## src/radio_pkg.sv

```systemverilog
`default_nettype none

package radio_pkg;

   // ----------------------------
   // slot geometry
   // ----------------------------
   localparam int NUM_DBOARDS  = 2;                 // daughterboard slots
   localparam int CHANS_PER_DB = 2;                 // channels per slot
   localparam int FE_LANES     = 2 * CHANS_PER_DB;  // fe lanes, rx channels first then tx
   localparam int LED_W        = 3;                 // ordered rx, txrx_tx, txrx_rx

   // ----------------------------
   // settings and readback map
   // ----------------------------
   localparam logic [7:0] SR_DB_BASE        = 8'd160;               // +0 gpio out, +1 ddr, +2 misc
   localparam logic [7:0] RB_DB_BASE        = 8'd16;                // +0 gpio in, +1 misc in
   localparam logic [7:0] SR_FE_CHAN_OFFSET = 8'd16;                // stride between channels
   localparam logic [7:0] SR_TX_FE_BASE     = SR_DB_BASE + 8'd48;   // 208
   localparam logic [7:0] SR_RX_FE_BASE     = SR_DB_BASE + 8'd64;   // 224

   // settings write, single cycle strobe, no ack
   typedef struct packed {
      logic        stb;
      logic [7:0]  addr;
      logic [31:0] data;
   } set_bus_t;

   // readback request, answered two edges later
   typedef struct packed {
      logic       stb;
      logic [7:0] addr;
   } rb_bus_t;

   // complex sample, i in the upper half
   typedef struct packed {
      logic [15:0] i;
      logic [15:0] q;
   } iq_t;

   // buses move the raw word, fe datapath works on i and q
   typedef union packed {
      logic [31:0] word;
      iq_t         iq;
   } sample_u;

endpackage

`default_nettype wire

```

## src/db_control.sv

```systemverilog
`timescale 1ns/1ns
`default_nettype none

module db_control (
   input  wire logic                         radio_clk,
   input  wire logic                         i_arst_n,
   // settings and readback
   input  wire radio_pkg::set_bus_t          i_set,
   input  wire radio_pkg::rb_bus_t           i_rb,
   output logic                              o_rb_stb,
   output logic [63:0]                       o_rb_data,
   // slot atr levels
   input  wire logic                         i_run_rx,
   input  wire logic                         i_run_tx,
   // daughterboard io
   input  wire logic [31:0]                  i_db_gpio_in,
   output logic [31:0]                       o_db_gpio_out,
   output logic [31:0]                       o_db_gpio_ddr,
   input  wire logic [31:0]                  i_misc_in,
   output logic [31:0]                       o_misc_out,
   output logic [radio_pkg::LED_W-1:0]       o_leds
);

   logic [31:0] gpio_in_q;   // pin sample, one stage
   logic [31:0] misc_in_q;
   logic        rb_req_q;    // readback request, first stage
   logic [7:0]  rb_addr_q;
   logic [31:0] rb_mux;      // selected readback word

   // ----------------------------
   // settings registers
   // ----------------------------
   always_ff @(posedge radio_clk or negedge i_arst_n) begin
      if (!i_arst_n) begin
         o_db_gpio_out <= '0;
         o_db_gpio_ddr <= '0;
         o_misc_out    <= '0;
      end else if (i_set.stb) begin   // other addresses belong to fe_correct
         case (i_set.addr)
            radio_pkg::SR_DB_BASE:         o_db_gpio_out <= i_set.data;
            radio_pkg::SR_DB_BASE + 8'd1:  o_db_gpio_ddr <= i_set.data;  // 1 = output
            radio_pkg::SR_DB_BASE + 8'd2:  o_misc_out    <= i_set.data;
            default: ;
         endcase
      end
   end

   // input sampling, readback sees these and never the raw pins
   always_ff @(posedge radio_clk or negedge i_arst_n) begin
      if (!i_arst_n) begin
         gpio_in_q <= '0;
         misc_in_q <= '0;
      end else begin
         gpio_in_q <= i_db_gpio_in;
         misc_in_q <= i_misc_in;
      end
   end

   // ----------------------------
   // readback, two stages
   // ----------------------------
   always_ff @(posedge radio_clk or negedge i_arst_n) begin
      if (!i_arst_n) begin
         rb_req_q  <= 1'b0;
         rb_addr_q <= '0;
      end else begin
         rb_req_q  <= i_rb.stb;
         rb_addr_q <= i_rb.addr;   // held with the request
      end
   end

   always_comb begin
      case (rb_addr_q)
         radio_pkg::RB_DB_BASE:         rb_mux = gpio_in_q;
         radio_pkg::RB_DB_BASE + 8'd1:  rb_mux = misc_in_q;
         default:                       rb_mux = '0;   // unmapped reads as zero
      endcase
   end

   always_ff @(posedge radio_clk or negedge i_arst_n) begin
      if (!i_arst_n) begin
         o_rb_stb  <= 1'b0;
         o_rb_data <= '0;
      end else begin
         o_rb_stb  <= rb_req_q;   // one pulse per request
         o_rb_data <= {32'd0, rb_mux};
      end
   end

   // atr leds
   // txrx_rx only lights while receiving without transmit
   always_ff @(posedge radio_clk or negedge i_arst_n) begin
      if (!i_arst_n)
         o_leds <= '0;
      else
         o_leds <= {i_run_rx, i_run_tx, i_run_rx & ~i_run_tx};
   end

endmodule

`default_nettype wire

```

## src/fe_correct.sv

```systemverilog
`timescale 1ns/1ns
`default_nettype none

module fe_correct (
   input  wire logic                             radio_clk,
   input  wire logic                             i_arst_n,
   input  wire radio_pkg::set_bus_t              i_set,
   // rx, one strobe shared by the duplicated adc word
   input  wire radio_pkg::sample_u               i_rx     [radio_pkg::CHANS_PER_DB],
   input  wire logic                             i_rx_stb,
   output wire radio_pkg::sample_u               o_rx     [radio_pkg::CHANS_PER_DB],
   output wire logic [radio_pkg::CHANS_PER_DB-1:0] o_rx_stb,
   // tx
   input  wire radio_pkg::sample_u               i_tx     [radio_pkg::CHANS_PER_DB],
   input  wire logic [radio_pkg::CHANS_PER_DB-1:0] i_tx_stb,
   output wire radio_pkg::sample_u               o_tx     [radio_pkg::CHANS_PER_DB],
   output wire logic [radio_pkg::CHANS_PER_DB-1:0] o_tx_stb
);

   // flat lane view, rx channels then tx channels
   radio_pkg::sample_u                lane_in  [radio_pkg::FE_LANES];
   radio_pkg::sample_u                lane_out [radio_pkg::FE_LANES];
   logic [radio_pkg::FE_LANES-1:0]    lane_stb;
   logic [radio_pkg::FE_LANES-1:0]    lane_stb_q;

   // ----------------------------
   // lane mapping
   // ----------------------------
   for (genvar ch = 0; ch < radio_pkg::CHANS_PER_DB; ch++) begin : g_map
      assign lane_in[ch]                            = i_rx[ch];
      assign lane_in[radio_pkg::CHANS_PER_DB + ch]  = i_tx[ch];
      assign lane_stb[ch]                           = i_rx_stb;
      assign lane_stb[radio_pkg::CHANS_PER_DB + ch] = i_tx_stb[ch];

      assign o_rx[ch]     = lane_out[ch];
      assign o_rx_stb[ch] = lane_stb_q[ch];
      assign o_tx[ch]     = lane_out[radio_pkg::CHANS_PER_DB + ch];
      assign o_tx_stb[ch] = lane_stb_q[radio_pkg::CHANS_PER_DB + ch];
   end

   // ----------------------------
   // per lane offset and adder
   // ----------------------------
   for (genvar ln = 0; ln < radio_pkg::FE_LANES; ln++) begin : g_lane
      logic [7:0]         off_addr;   // settings address of this lane's offset
      radio_pkg::sample_u off_q;      // dc offset, i and q
      radio_pkg::sample_u sum_q;      // corrected sample
      logic               stb_q;

      // rx lanes sit above the tx block in the map
      assign off_addr = ((ln < radio_pkg::CHANS_PER_DB) ? radio_pkg::SR_RX_FE_BASE
                                                        : radio_pkg::SR_TX_FE_BASE)
                      + 8'(ln % radio_pkg::CHANS_PER_DB) * radio_pkg::SR_FE_CHAN_OFFSET;

      always_ff @(posedge radio_clk or negedge i_arst_n) begin
         if (!i_arst_n)
            off_q <= '0;   // no correction until written
         else if (i_set.stb && (i_set.addr == off_addr))
            off_q.word <= i_set.data;
      end

      // i and q wrap independently at 16 bits
      always_ff @(posedge radio_clk or negedge i_arst_n) begin
         if (!i_arst_n) begin
            sum_q <= '0;
         end else if (lane_stb[ln]) begin
            sum_q.iq.i <= lane_in[ln].iq.i + off_q.iq.i;
            sum_q.iq.q <= lane_in[ln].iq.q + off_q.iq.q;
         end
      end

      always_ff @(posedge radio_clk or negedge i_arst_n) begin
         if (!i_arst_n)
            stb_q <= 1'b0;
         else
            stb_q <= lane_stb[ln];   // lines up with sum_q
      end

      assign lane_out[ln]   = sum_q;
      assign lane_stb_q[ln] = stb_q;
   end

endmodule

`default_nettype wire

```

## src/radio_slot.sv

```systemverilog
`timescale 1ns/1ns
`default_nettype none

module radio_slot (
   input  wire logic                               radio_clk,
   input  wire logic                               i_arst_n,
   input  wire radio_pkg::set_bus_t                i_set,
   input  wire radio_pkg::rb_bus_t                 i_rb,
   output wire logic                               o_rb_stb,
   output wire logic [63:0]                        o_rb_data,
   input  wire radio_pkg::sample_u                 i_rx,        // adc word
   input  wire logic                               i_rx_stb,
   input  wire radio_pkg::sample_u                 i_host_tx    [radio_pkg::CHANS_PER_DB],
   input  wire logic [radio_pkg::CHANS_PER_DB-1:0] i_tx_stb,
   input  wire logic [radio_pkg::CHANS_PER_DB-1:0] i_rx_running,
   input  wire logic [radio_pkg::CHANS_PER_DB-1:0] i_tx_running,
   input  wire radio_pkg::sample_u                 i_bb_tx,     // baseband engine
   input  wire radio_pkg::sample_u                 i_bb_rx,
   output wire radio_pkg::sample_u                 o_host_rx    [radio_pkg::CHANS_PER_DB],
   output wire logic [radio_pkg::CHANS_PER_DB-1:0] o_rx_stb,
   output wire radio_pkg::sample_u                 o_tx,        // dac word
   output wire logic                               o_tx_stb,
   input  wire logic [31:0]                        i_db_gpio_in,
   output wire logic [31:0]                        o_db_gpio_out,
   output wire logic [31:0]                        o_db_gpio_ddr,
   input  wire logic [31:0]                        i_misc_in,
   output wire logic [31:0]                        o_misc_out,
   output wire logic [radio_pkg::LED_W-1:0]        o_leds
);

   radio_pkg::sample_u                 rx_dup [radio_pkg::CHANS_PER_DB];   // same adc word
   radio_pkg::sample_u                 tx_sel [radio_pkg::CHANS_PER_DB];   // host or baseband
   radio_pkg::sample_u                 rx_fe  [radio_pkg::CHANS_PER_DB];
   radio_pkg::sample_u                 tx_fe  [radio_pkg::CHANS_PER_DB];
   logic [radio_pkg::CHANS_PER_DB-1:0] tx_fe_stb;

   // ----------------------------
   // baseband substitution
   // ----------------------------
   // channel 0 running bits steer both lanes
   for (genvar ch = 0; ch < radio_pkg::CHANS_PER_DB; ch++) begin : g_chan
      assign rx_dup[ch]    = i_rx;
      assign tx_sel[ch]    = i_tx_running[0] ? i_bb_tx : i_host_tx[ch];
      assign o_host_rx[ch] = i_rx_running[0] ? i_bb_rx : rx_fe[ch];   // after correction
   end

   assign o_tx     = tx_fe[0];       // only channel 0 reaches the dac
   assign o_tx_stb = tx_fe_stb[0];

   db_control u_db_control (
      .radio_clk     (radio_clk),
      .i_arst_n      (i_arst_n),
      .i_set         (i_set),
      .i_rb          (i_rb),
      .o_rb_stb      (o_rb_stb),
      .o_rb_data     (o_rb_data),
      .i_run_rx      (|i_rx_running),   // slot atr is any channel
      .i_run_tx      (|i_tx_running),
      .i_db_gpio_in  (i_db_gpio_in),
      .o_db_gpio_out (o_db_gpio_out),
      .o_db_gpio_ddr (o_db_gpio_ddr),
      .i_misc_in     (i_misc_in),
      .o_misc_out    (o_misc_out),
      .o_leds        (o_leds)
   );

   fe_correct u_fe_correct (
      .radio_clk (radio_clk),
      .i_arst_n  (i_arst_n),
      .i_set     (i_set),
      .i_rx      (rx_dup),
      .i_rx_stb  (i_rx_stb),
      .o_rx      (rx_fe),
      .o_rx_stb  (o_rx_stb),
      .i_tx      (tx_sel),
      .i_tx_stb  (i_tx_stb),
      .o_tx      (tx_fe),
      .o_tx_stb  (tx_fe_stb)
   );

endmodule

`default_nettype wire

```

## src/radio_core.sv

```systemverilog
`timescale 1ns/1ns
`default_nettype none

module radio_core (
   input  wire logic                               radio_clk,
   input  wire logic                               i_arst_n,
   // per slot settings and readback
   input  wire radio_pkg::set_bus_t                i_set         [radio_pkg::NUM_DBOARDS],
   input  wire radio_pkg::rb_bus_t                 i_rb          [radio_pkg::NUM_DBOARDS],
   output wire logic [radio_pkg::NUM_DBOARDS-1:0]  o_rb_stb,
   output wire logic [63:0]                        o_rb_data     [radio_pkg::NUM_DBOARDS],
   // samples
   input  wire radio_pkg::sample_u                 i_rx          [radio_pkg::NUM_DBOARDS],
   input  wire logic [radio_pkg::NUM_DBOARDS-1:0]  i_rx_stb,
   input  wire radio_pkg::sample_u                 i_host_tx
                                        [radio_pkg::NUM_DBOARDS][radio_pkg::CHANS_PER_DB],
   input  wire logic [radio_pkg::CHANS_PER_DB-1:0] i_tx_stb      [radio_pkg::NUM_DBOARDS],
   input  wire logic [radio_pkg::CHANS_PER_DB-1:0] i_rx_running  [radio_pkg::NUM_DBOARDS],
   input  wire logic [radio_pkg::CHANS_PER_DB-1:0] i_tx_running  [radio_pkg::NUM_DBOARDS],
   input  wire radio_pkg::sample_u                 i_bb_tx       [radio_pkg::NUM_DBOARDS],
   input  wire radio_pkg::sample_u                 i_bb_rx       [radio_pkg::NUM_DBOARDS],
   output wire radio_pkg::sample_u                 o_host_rx
                                        [radio_pkg::NUM_DBOARDS][radio_pkg::CHANS_PER_DB],
   output wire logic [radio_pkg::CHANS_PER_DB-1:0] o_rx_stb      [radio_pkg::NUM_DBOARDS],
   output wire radio_pkg::sample_u                 o_tx          [radio_pkg::NUM_DBOARDS],
   output wire logic [radio_pkg::NUM_DBOARDS-1:0]  o_tx_stb,
   // daughterboard io
   input  wire logic [31:0]                        i_db_gpio_in  [radio_pkg::NUM_DBOARDS],
   output wire logic [31:0]                        o_db_gpio_out [radio_pkg::NUM_DBOARDS],
   output wire logic [31:0]                        o_db_gpio_ddr [radio_pkg::NUM_DBOARDS],
   input  wire logic [31:0]                        i_misc_in     [radio_pkg::NUM_DBOARDS],
   output wire logic [31:0]                        o_misc_out    [radio_pkg::NUM_DBOARDS],
   output wire logic [radio_pkg::LED_W-1:0]        o_leds        [radio_pkg::NUM_DBOARDS]
);

   // ----------------------------
   // one slot per daughterboard
   // ----------------------------
   for (genvar s = 0; s < radio_pkg::NUM_DBOARDS; s++) begin : g_slot
      radio_slot u_slot (
         .radio_clk     (radio_clk),
         .i_arst_n      (i_arst_n),
         .i_set         (i_set[s]),
         .i_rb          (i_rb[s]),
         .o_rb_stb      (o_rb_stb[s]),
         .o_rb_data     (o_rb_data[s]),
         .i_rx          (i_rx[s]),
         .i_rx_stb      (i_rx_stb[s]),
         .i_host_tx     (i_host_tx[s]),
         .i_tx_stb      (i_tx_stb[s]),
         .i_rx_running  (i_rx_running[s]),   // slot local, no cross-slot steering
         .i_tx_running  (i_tx_running[s]),
         .i_bb_tx       (i_bb_tx[s]),
         .i_bb_rx       (i_bb_rx[s]),
         .o_host_rx     (o_host_rx[s]),
         .o_rx_stb      (o_rx_stb[s]),
         .o_tx          (o_tx[s]),
         .o_tx_stb      (o_tx_stb[s]),
         .i_db_gpio_in  (i_db_gpio_in[s]),
         .o_db_gpio_out (o_db_gpio_out[s]),
         .o_db_gpio_ddr (o_db_gpio_ddr[s]),
         .i_misc_in     (i_misc_in[s]),
         .o_misc_out    (o_misc_out[s]),
         .o_leds        (o_leds[s])
      );
   end

endmodule

`default_nettype wire

```

## config.mk

```make
export PLATFORM = sky130hd
export DESIGN_NAME = radio_core
export DESIGN_NICKNAME = d
export VERILOG_FILES = /design/src/radio_pkg.sv /design/src/db_control.sv /design/src/fe_correct.sv /design/src/radio_slot.sv /design/src/radio_core.sv
export SDC_FILE = /design/constraint.sdc
export NUM_CORES = 1
export LEC_CHECK = 0
export ABC_AREA = 1
export ABC_CLOCK_PERIOD_IN_PS = 2920
export BUFFER_PORTS_ARGS = -buffer_cell sky130_fd_sc_hd__buf_2
export CAP_MARGIN = 10
export CORE_AREA = 5 5 423 425
export DETAILED_ROUTE_END_ITERATION = 6
export DIE_AREA = 0 0 428 430
export MAX_ROUTING_LAYER = met4
export PLACE_DENSITY_LB_ADDON = 0.1
export SLEW_MARGIN = 20
export SYNTH_ARGS = -nofsm -noshare
export SYNTH_HDL_FRONTEND = slang
export SYNTH_SLANG_ARGS = --single-unit
export TNS_END_PERCENT = 10
```

## constraint.sdc

```tcl
create_clock -name radio_clk -period 2.92 [get_ports radio_clk]
set_input_delay 0.584 -clock radio_clk [delete_from_list [all_inputs] [get_ports radio_clk]]
set_output_delay 0.584 -clock radio_clk [all_outputs]
set_load 0.01 [all_outputs]
```

Word level (Yosys, flattened, before mapping)
Cells that the tools add are included.

Bits in latches: 0. ROM bits: 0. Output and inout port bits: 526. Memories: 0. Flip-flop bits (word level): 798. Logic and storage cells: 92. RAM bits: 0. Bits of input ports: 564.

$lt $le $gt $ge: 0. Add/subtract/negate cells: 12. Multiplexer cells: 8. Bitwise logic cells: 4. Multiply operators: 0. Equality and inequality tests: 16. Reductions and logical operators: 16. Divide/modulo/power cells: 0. Shifts and indexed selects: 0.

Operator list (count): $add A16 B16 Y16 (12); $mux W32 (6); $pmux W32 S2 (2); $eq A8 B8 Y1 const B (12); $eq A8 B5 Y1 const B (4); $reduce_and A2 Y1 (6); $reduce_or A2 Y1 (4); $logic_and A1 B1 Y1 (6); $and A1 B1 Y1 (2); $not A1 Y1 (2).

Logic depth before layout (Yosys ltp)
Gate-level depths: netlist of run 1.

Word-level depth: 3. Mapped depth: 17. Depth with buffers taken out: 14.

Cells and area by module
Synthesis of run 1 repeated with hierarchy kept, for this count alone.

Cell total of the unflattened synthesis: 6575. Area, all modules: 48496.5 um^2.

Modules (own cells, without submodules): fe_correct (g_slot[0].u_slot.u_fe_correct) (area each 15309.7 um^2, cells an instance 2248, sequential area each 5680.4 um^2, times used 1); fe_correct (g_slot[1].u_slot.u_fe_correct) (area each 15302.2 um^2, cells an instance 2245, sequential area each 5680.4 um^2, times used 1); db_control (area each 7508.5 um^2, cells an instance 697, sequential area each 5129.9 um^2, times used 2); radio_slot (area each 1433.9 um^2, cells an instance 344, sequential area each 0.0 um^2, times used 2).

Least setup slack after synthesis of run 1
OpenSTA, ideal clock, no wires.

Kind: input to register. Start: input port i_tx_running[2] (netlist name). End: register g_slot[0].u_slot.u_fe_correct.g_lane[2].sum_q[28] (netlist name). Stages: 17. Library setup time: 0.118 ns. Slack: 0.243 ns. Arrival: 2.559 ns. Path through: clkbuf_1 inv_1 clkbuf_1 buf_2 nand2_1 nand2_1 ha_1 inv_1 fa_1 inv_1 nand3_1 nand3_1 nand3_1 nand3_1 nand2_1 nand3_1 nand2_1.

Longest elaborated chain between the ends: 2.

Ends and longest elaborated chain: start, declared (line radio_core.sv:19) `input wire logic [radio_pkg::CHANS_PER_DB-1:0] i_tx_running [radio_pkg::NUM_DBOARDS],`; $mux W32 (line radio_slot.sv:43) `assign tx_sel[ch] = i_tx_running[0] ? i_bb_tx : i_host_tx[ch];`; $add A16 B16 Y16 (line fe_correct.sv:67) `sum_q.iq.i <= lane_in[ln].iq.i + off_q.iq.i;`; end, declared (line fe_correct.sv:47) `radio_pkg::sample_u sum_q;`.

No other way between the ends. A chain may end at the register's enable or synchronous reset.

==> implementation parameters, run 1 <==
Parameter                              Value

Setup path
  Kind of capture point of the worst setup path    output pin
  CP max stage delay    390 ps
  Number of buffers and inverters on the critical path    2
  Worst Path Class, Setup    flip-flop to output pin
  Kind of cell with the highest combined delay on the critical path    compound AO/OA/AOI/OAI gates
  Cell-by-cell trace of the critical path    inv_1 > o21ai_0 > buf_2
  Arrival time at the worst endpoint    1710 ps
  Crit path max fanout    2
  Required @ worst endpoint    2340 ps
  Critical-path top delay cell    sky130_fd_sc_hd__o21ai_0
  Critical path startpoint category    flip-flop

Placement
  RD Place Congestion    0.878
  Count of port buffers added during placement    959
  Pre-CTS setup slack    148 ps
  Placed inst area    48,300 µm²
  Hpwl dp    137,000 µm

Detailed routing
  Antenna-violating nets left    0
  Number of DRC violations after detailed routing    0
  Drt pass-1 iters    5
  Post-detailed-route wirelength per cell    19.5 µm
  Wire length after detailed routing    171,000 µm
  Via total after detailed routing    36,300
  Violation count after the first detailed-route iteration    2,220
  Vias per cell    4.13

Cells and area
  Final std cell area, no fill    53,200 µm²
  Area delta synth->final    30.9%
  Ratio of cells with drive above 1 in the final layout    19.7%
  Final-stage net count    7,105
  Final Util    30.4%

CTS
  Number of buffers created by CTS    97
  Clock tree from TritonCTS    built
  Deepest level of the CTS H-tree    3
  Buffers from clock root to sink, at most    3
  Worst-Skew Late Latency    700 ps
  Resize count post-CTS    0
  Clock Root Buffer    sky130_fd_sc_hd__clkbuf_16
  Clk slew on worst S/H paths    60 ps
  Clock net sink count    798

Synthesis
  Number of storage elements in the synthesis netlist    798
  Sequential area share after synthesis    49.1%
  Count of different cell masters after synthesis    32
  Top cell type's share of synthesized area    49.1%
  Biggest area contributors in the synthesized netlist    sky130_fd_sc_hd__dfrtp_1 49%, sky130_fd_sc_hd__nand2_1 19%, sky130_fd_sc_hd__inv_1 6.5%, sky130_fd_sc_hd__ha_1 5.5%, sky130_fd_sc_hd__o21ai_0 4.6%
  Post-synthesis cell count    5,222
  Cell Area, Synth    40,600 µm²
  Top cell type by total area after synthesis    sky130_fd_sc_hd__dfrtp_1
  Mean area per synthesized cell    7.78 µm²
  Count of warnings emitted by yosys    0

Global routing
  Global-route usage over all layers    18.5%
  Maximum number of pins on one net before global-route repair    69
  First-pass GRT wire length    247,000 µm
  Number of global-route vias before repair    35,900
  Number of antenna violations at the first check in global routing    58
  Remaining Overflow, GRT    0

Floorplanning
  Initial core utilization    23.2%
  Die Span Y    430 µm
  Number of core rows    154
  Core Footprint    175,000 µm²
  Die area    184,000 µm²
  Die extent in x    428 µm
  Total I/O pin count    1,090

Pwr
  Leakage component of the power    0.0299 µW
  Pwr dens    549 nW/µm²
  Maximum vdd ir drop    0.398 mV

Timing
  Hold slack final    244 ps
  RSZ-0062 raised after global routing    no
  Normalized max-slew margin    44.5%
  Count of final max-slew check failures    0
  Period minus WS final    2290 ps
  Setup Skew    19.7 ps
  Final Worst Setup Slack    627 ps
  Setup violations, final    0
  Tcrit/Tclk final    78.5%
  Final-layout setup total negative slack    0 ps
  Achievable clock frequency    436 MHz
  Fin. Hold Viols    0
  Transition time at the pin with the least slew margin    832 ps

Job
  Max cap viols    0

Run status
  Status    completed

Min path
  Hold crit path type    primary input to flip-flop
==> flip-flops by register name (all words and copies together) (netlist names) <==
name and cells:
g_slot.u_slot.u_db_control.gpio_in_q 64, g_slot.u_slot.u_db_control.misc_in_q 64, g_slot.u_slot.u_db_control.o_db_gpio_ddr 64, g_slot.u_slot.u_db_control.o_db_gpio_out 64
g_slot.u_slot.u_db_control.o_leds 6, g_slot.u_slot.u_db_control.o_misc_out 64, g_slot.u_slot.u_db_control.o_rb_data 64, g_slot.u_slot.u_db_control.o_rb_stb 2
g_slot.u_slot.u_db_control.rb_addr_q 16, g_slot.u_slot.u_db_control.rb_req_q 2, g_slot.u_slot.u_fe_correct.g_lane.off_q 192, g_slot.u_slot.u_fe_correct.g_lane.stb_q 4
g_slot.u_slot.u_fe_correct.g_lane.sum_q 192
==> what timing repair did <==
action,CTS,global route
buffers inserted,0,0
endpoints found under the hold margin,180,0
endpoints found under the setup margin,0,0
hold buffers,149,0
==> cells by family after synthesis <==
logic type,Yosys count,share of synthesized area [%]
DFF,798,49.1
and+or+nand+nor,2575,25.7
AOI/OAI and AO/OA,666,8.42
other,1,0.00923
adders and majority gates,192,6.13
xor gates and xnor gates,56,1.21
buffers and inverters,934,9.44
==> final timing paths <==
path                                                                  start                                      end  slack (ps)  depth (start not counted)
setup / recovery           g_slot[0].u_slot.u_fe_correct.g_lane[0].sum_q[0]                            o_host_rx[96]         630                          3
hold / removal                                              i_tx_running[3]  g_slot[0].u_slot.u_db_control.o_leds[1]         240                          2
setup reg to reg                                                  flip-flop                                flip-flop         760                          7
hold reg to reg                      g_slot[1].u_slot.u_db_control.rb_req_q   g_slot[1].u_slot.u_db_control.o_rb_stb         350                          0
max in group asynchronous                                          i_arst_n               asynchronous set/reset pin        1460                          4
min in group asynchronous                                          i_arst_n               asynchronous set/reset pin         530                          2
==> where the power goes <==
group | internal [µW] | total (µW) | switching (µW)
sequential | 11700 | 12100 | 375
clock | 7460 | 12600 | 5100
combinational | 1650 | 4590 | 2940
==> synth_stat cells <==
cell type / number
sky130_fd_sc_hd__clkbuf_1: 100
sky130_fd_sc_hd__buf_4: 72
sky130_fd_sc_hd__xnor2_1: 50
sky130_fd_sc_hd__clkinv_1: 1
sky130_fd_sc_hd__fa_1: 12
sky130_fd_sc_hd__xor2_1: 6
sky130_fd_sc_hd__nand2_2: 4
sky130_fd_sc_hd__nand3_2: 4
sky130_fd_sc_hd__o22ai_1: 72
sky130_fd_sc_hd__and2_1: 13
sky130_fd_sc_hd__nor3_1: 40
sky130_fd_sc_hd__buf_1: 10
sky130_fd_sc_hd__nor2_4: 2
sky130_fd_sc_hd__nand4_1: 12
sky130_fd_sc_hd__o21ai_0: 373
sky130_fd_sc_hd__nand4_4: 4
sky130_fd_sc_hd__nand3_1: 238
sky130_fd_sc_hd__nand3b_1: 28
sky130_fd_sc_hd__inv_2: 3
sky130_fd_sc_hd__nand2_1: 2052
sky130_fd_sc_hd__clkbuf_2: 6
sky130_fd_sc_hd__nor3_4: 2
sky130_fd_sc_hd__or2_2: 40
sky130_fd_sc_hd__conb_1: 1
sky130_fd_sc_hd__a21oi_1: 93
sky130_fd_sc_hd__o21ai_1: 128
sky130_fd_sc_hd__buf_2: 43
sky130_fd_sc_hd__inv_1: 699
sky130_fd_sc_hd__dfrtp_1: 798
sky130_fd_sc_hd__ha_1: 180
sky130_fd_sc_hd__nor2_1: 134
sky130_fd_sc_hd__nor4_1: 2
==> cells in the final DEF, fill, tap and decap left out, drive strengths merged <==
master	count
xor2	6
inv	705
o22ai	72
dlygate4sd3	149
nor2	136
nand3b	28
a21oi	93
xnor2	50
nand3	242
ha	180
nor4	2
buf	1047
o21ai	501
clkinvlp	2
clkbuf	148
nor3	42
nand2	2056
fa	12
nand4	16
and2	13
diode	30
bufinv	6
conb	64
dfrtp	798
clkinv	23
or2	40
==> stage by stage <==
| stage | total power, µW | cells |
|---|---|---|
| finish | 29200 | 8801 |
| global route | 30800 | 8797 |
| CTS | 29800 | 8771 |
| detailed placement | 16800 | 8441 |
| global placement | 16800 | 8441 |
| floorplan | 14500 | 5285 |
==> layer usage <==
metal	vias to the layer above	track usage [%]	share of wire, %
met3	222	3.48	5.5
met4	0	6.02	3.1
met5	-	-	0
li1	18500	-	-
met2	971	30.0	47
met1	16700	23.4	45
==> cell type report <==
type                            instances  area [µm²]
Antenna cell                           30        75.1
Clock buffer                          148        2930
Clock inverter                         33         373
Fill cell                           19000      122000
Inverter                              703        2640
Multi-Input combinational cell       3553       17100
Sequential cell                       798       20000
Tap cell                             2340        2930
Timing Repair Buffer                 1196        7200
Power figures use the tool's default switching activity.
==> run 2: changes to the inputs <==
--- a/config.mk
+++ b/config.mk
@@ -6,7 +6,7 @@
 export NUM_CORES = 1
 export LEC_CHECK = 0
 export ABC_AREA = 1
-export ABC_CLOCK_PERIOD_IN_PS = 2920
+export ABC_CLOCK_PERIOD_IN_PS = 1900
 export BUFFER_PORTS_ARGS = -buffer_cell sky130_fd_sc_hd__buf_2
 export CAP_MARGIN = 10
 export CORE_AREA = 5 5 423 425
==> constraint.sdc (replaced) <==
create_clock -name radio_clk -period 1.9 [get_ports radio_clk]
set_input_delay 0.38 -clock radio_clk [delete_from_list [all_inputs] [get_ports radio_clk]]
set_output_delay 0.38 -clock radio_clk [all_outputs]
set_load 0.01 [all_outputs]
==> implementation parameters, run 2 (synthesis gave the netlist of run 1 again) <==
Parameter                              Value

Setup path
  Worst Path Class, Setup    flip-flop to flip-flop
  Critical path startpoint category    flip-flop
  Required @ worst endpoint    2500 ps (+160 ps)
  Kind of capture point of the worst setup path    flip-flop
  Arrival time at the worst endpoint    2500 ps (+790 ps)
  Number of cell instances on the worst register-to-register path    10 (+3)
  Crit path max fanout    3 (+1)

Placement
  Pre-CTS setup slack    -472 ps (-619 ps)
  Hpwl dp    140,000 µm (+1.8%)
  RD Place Congestion    0.846 (-3.6%)
  Count of port buffers added during placement    959 (unchanged)

Timing
  Period minus WS final    1900 ps
  Final Worst Setup Slack    -0.907 ps (-628 ps)
  Setup violations, final    1 (+1)
  Count of final max-slew check failures    0 (unchanged)
  Transition time at the pin with the least slew margin    623 ps (-209 ps)
  Fin. Hold Viols    0 (unchanged)
  Setup Skew    22.6 ps (+2.94 ps)
  RSZ-0062 raised after global routing    yes
  Normalized max-slew margin    58.4% (+14 points)
  Achievable clock frequency    526 MHz
  Tcrit/Tclk final    100%

Cells and area
  Final-stage net count    7,319 (+3.0%)
  Final Util    31.9% (+1.5 points)
  Regs by FF count    g_slot.u_slot.u_fe_correct.g_lane.off_q: 192 flops, g_slot.u_slot.u_fe_correct.g_lane.sum_q: 192 flops
  Area delta synth->final    37.5%
  Ratio of cells with drive above 1 in the final layout    24.7% (+5.0 points)
  Leading cell type in the layout, fill and taps excluded    sky130_fd_sc_hd__nand2_1
  Commonest non-fill, non-tap cells in the layout    1,996 x sky130_fd_sc_hd__nand2_1, 951 x sky130_fd_sc_hd__buf_2, 792 x sky130_fd_sc_hd__dfrtp_1

Detailed routing
  Number of DRC violations after detailed routing    0 (unchanged)
  Antenna-violating nets left    0 (unchanged)
  Drt pass-1 iters    5 (unchanged)
  Via total after detailed routing    37,300 (+2.5%)
  Post-detailed-route wirelength per cell    19.5 µm (+0.21%)
  Wire length after detailed routing    176,000 µm (+2.6%)
  Vias per cell    4.14 (+0.15%)
  Violation count after the first detailed-route iteration    2,271 (+2.3%)

Floorplanning
  Core Footprint    175,000 µm² (unchanged)
  Number of core rows    154 (unchanged)
  Die area    184,000 µm² (unchanged)
  Die extent in x    428 µm (unchanged)
  Total I/O pin count    1,090 (unchanged)
  Initial core utilization    23.2% (unchanged)
  Die Span Y    430 µm (unchanged)

Pwr
  Sequential share of power    40.5% (-0.8 points)
  Switching part of the total    28.7% (-0.066 points)
  Sw Pwr    13,200 µW (+57%)
  Internal power    32,800 µW (+58%)
  Combinational share of power    16.6% (+0.9 points)
  Sum of internal, switching and leakage power    46,100 µW (+58%)
  Maximum vdd ir drop    0.744 mV (+87%)
  Leakage component of the power    0.0312 µW (+4.3%)
  Pwr dens    824 nW/µm² (+50%)
  Fraction of power consumed by the clock network    42.8% (-0.2 points)

Global routing
  Maximum number of pins on one net before global-route repair    70 (+1.4%)
  Number of antenna violations at the first check in global routing    45 (-22%)
  First-pass GRT wire length    253,000 µm (+2.6%)
  Global-route usage over all layers    19.0% (+0.50 points)
  Number of global-route vias before repair    37,100 (+3.3%)
  Remaining Overflow, GRT    0 (unchanged)

CTS
  Clock tree from TritonCTS    built
  Number of buffers created by CTS    98 (+1.0%)
  Deepest level of the CTS H-tree    3 (unchanged)
  Clock net sink count    798 (unchanged)
  Clock Root Buffer    sky130_fd_sc_hd__clkbuf_16
  Buffers from clock root to sink, at most    3 (unchanged)
  Clk slew on worst S/H paths    60 ps (about the same)
  Worst-Skew Late Latency    730 ps (+30 ps)

Run status
  Failing checks    negative setup slack
  Status    complete, but fails checks

Min path
  Cell depth of the worst hold path    3 (+1)
  Hold crit path type    primary input to flip-flop

Job
  Max cap viols    0 (unchanged)
## run 2: final timing paths
path	slack (ps)	endpoint	start
worst max register to register	-0.9	flip-flop	flip-flop
worst min register to register	350	g_slot[0].u_slot.u_db_control.o_rb_stb	g_slot[0].u_slot.u_db_control.rb_req_q
worst max-delay path	-0.9	flip-flop	flip-flop
worst min-delay path	90	g_slot[1].u_slot.u_db_control.o_db_gpio_ddr[22]	i_set[22]
max in group asynchronous	790	g_slot[0].u_slot.u_db_control.o_rb_data[21]	i_arst_n
min in group asynchronous	190	g_slot[1].u_slot.u_db_control.o_leds[0]	i_arst_n
## run 2: worst max-delay path, stage by stage (launching register included)
cell,delay (ps)
sky130_fd_sc_hd__dfrtp_1,440
sky130_fd_sc_hd__ha_4,200
sky130_fd_sc_hd__fa_2,380
sky130_fd_sc_hd__nand2_2,80
sky130_fd_sc_hd__nand2_2,60
sky130_fd_sc_hd__and2_4,170
sky130_fd_sc_hd__nand2_2,50
sky130_fd_sc_hd__nand2_2,60
sky130_fd_sc_hd__xor2_2,170
sky130_fd_sc_hd__nand2_2,100
sky130_fd_sc_hd__nand2_1,60
## run 2: final cells by class
type                       count  area (µm²)
clock inverter                44         624
multi-input combinational   3553       17800
inverter                     703        2650
timing repair buffer        1409        9140
tap                         2340        2930
fill                       19000      119000
sequential                   798       20000
clock buffer                 131        2720
antenna                       29        72.6
## run 2: metal layers
| layer | track usage, % | share of wire, % | vias up |
|---|---|---|---|
| met5 | - | 0 | - |
| met4 | 7.20 | 3.7 | 0 |
| met3 | 3.33 | 4.9 | 258 |
| met2 | 29.9 | 46 | 948 |
| met1 | 24.5 | 45 | 17100 |
| li1 | - | - | 18900 |
## run 2: what timing repair did
action / CTS / global route
resized for setup: 72 / 128
setup buffers: 4 / 9
hold buffers: 156 / 0
endpoints found under the hold margin: 378 / 0
setup endpoints to repair: 81 / 100
cloned: 0 / 0
pin swaps: 17 / 29
## run 2: per-stage QoR
| stage | setup TNS (ps) | std cells | hold WS [ps] | instance area (µm²) |
|---|---|---|---|---|
| 2_1_floorplan | -5460 | 5285 | 84.4 | 41000 |
| 3_3_place_gp | -24000 | 8635 | 335 | 50100 |
| 3_5_place_dp | -24850 | 8635 | 338 | 50100 |
| 4_1_cts | -369 | 8969 | 1.60 | 55200 |
| 5_1_grt | -894 | 9001 | 52.1 | 55900 |
| 6_report | -0.907 | 9007 | 87.8 | 55900 |
## run 2: power groups by stage
stage	clock, µW	sequential [µW]	combinational (µW)
finish	19700	18700	7670
CTS	20500	18700	7690
global placement	0	18900	7330
floorplan	0	18900	3470
detailed placement	0	18900	7340
global route	21100	18800	8600
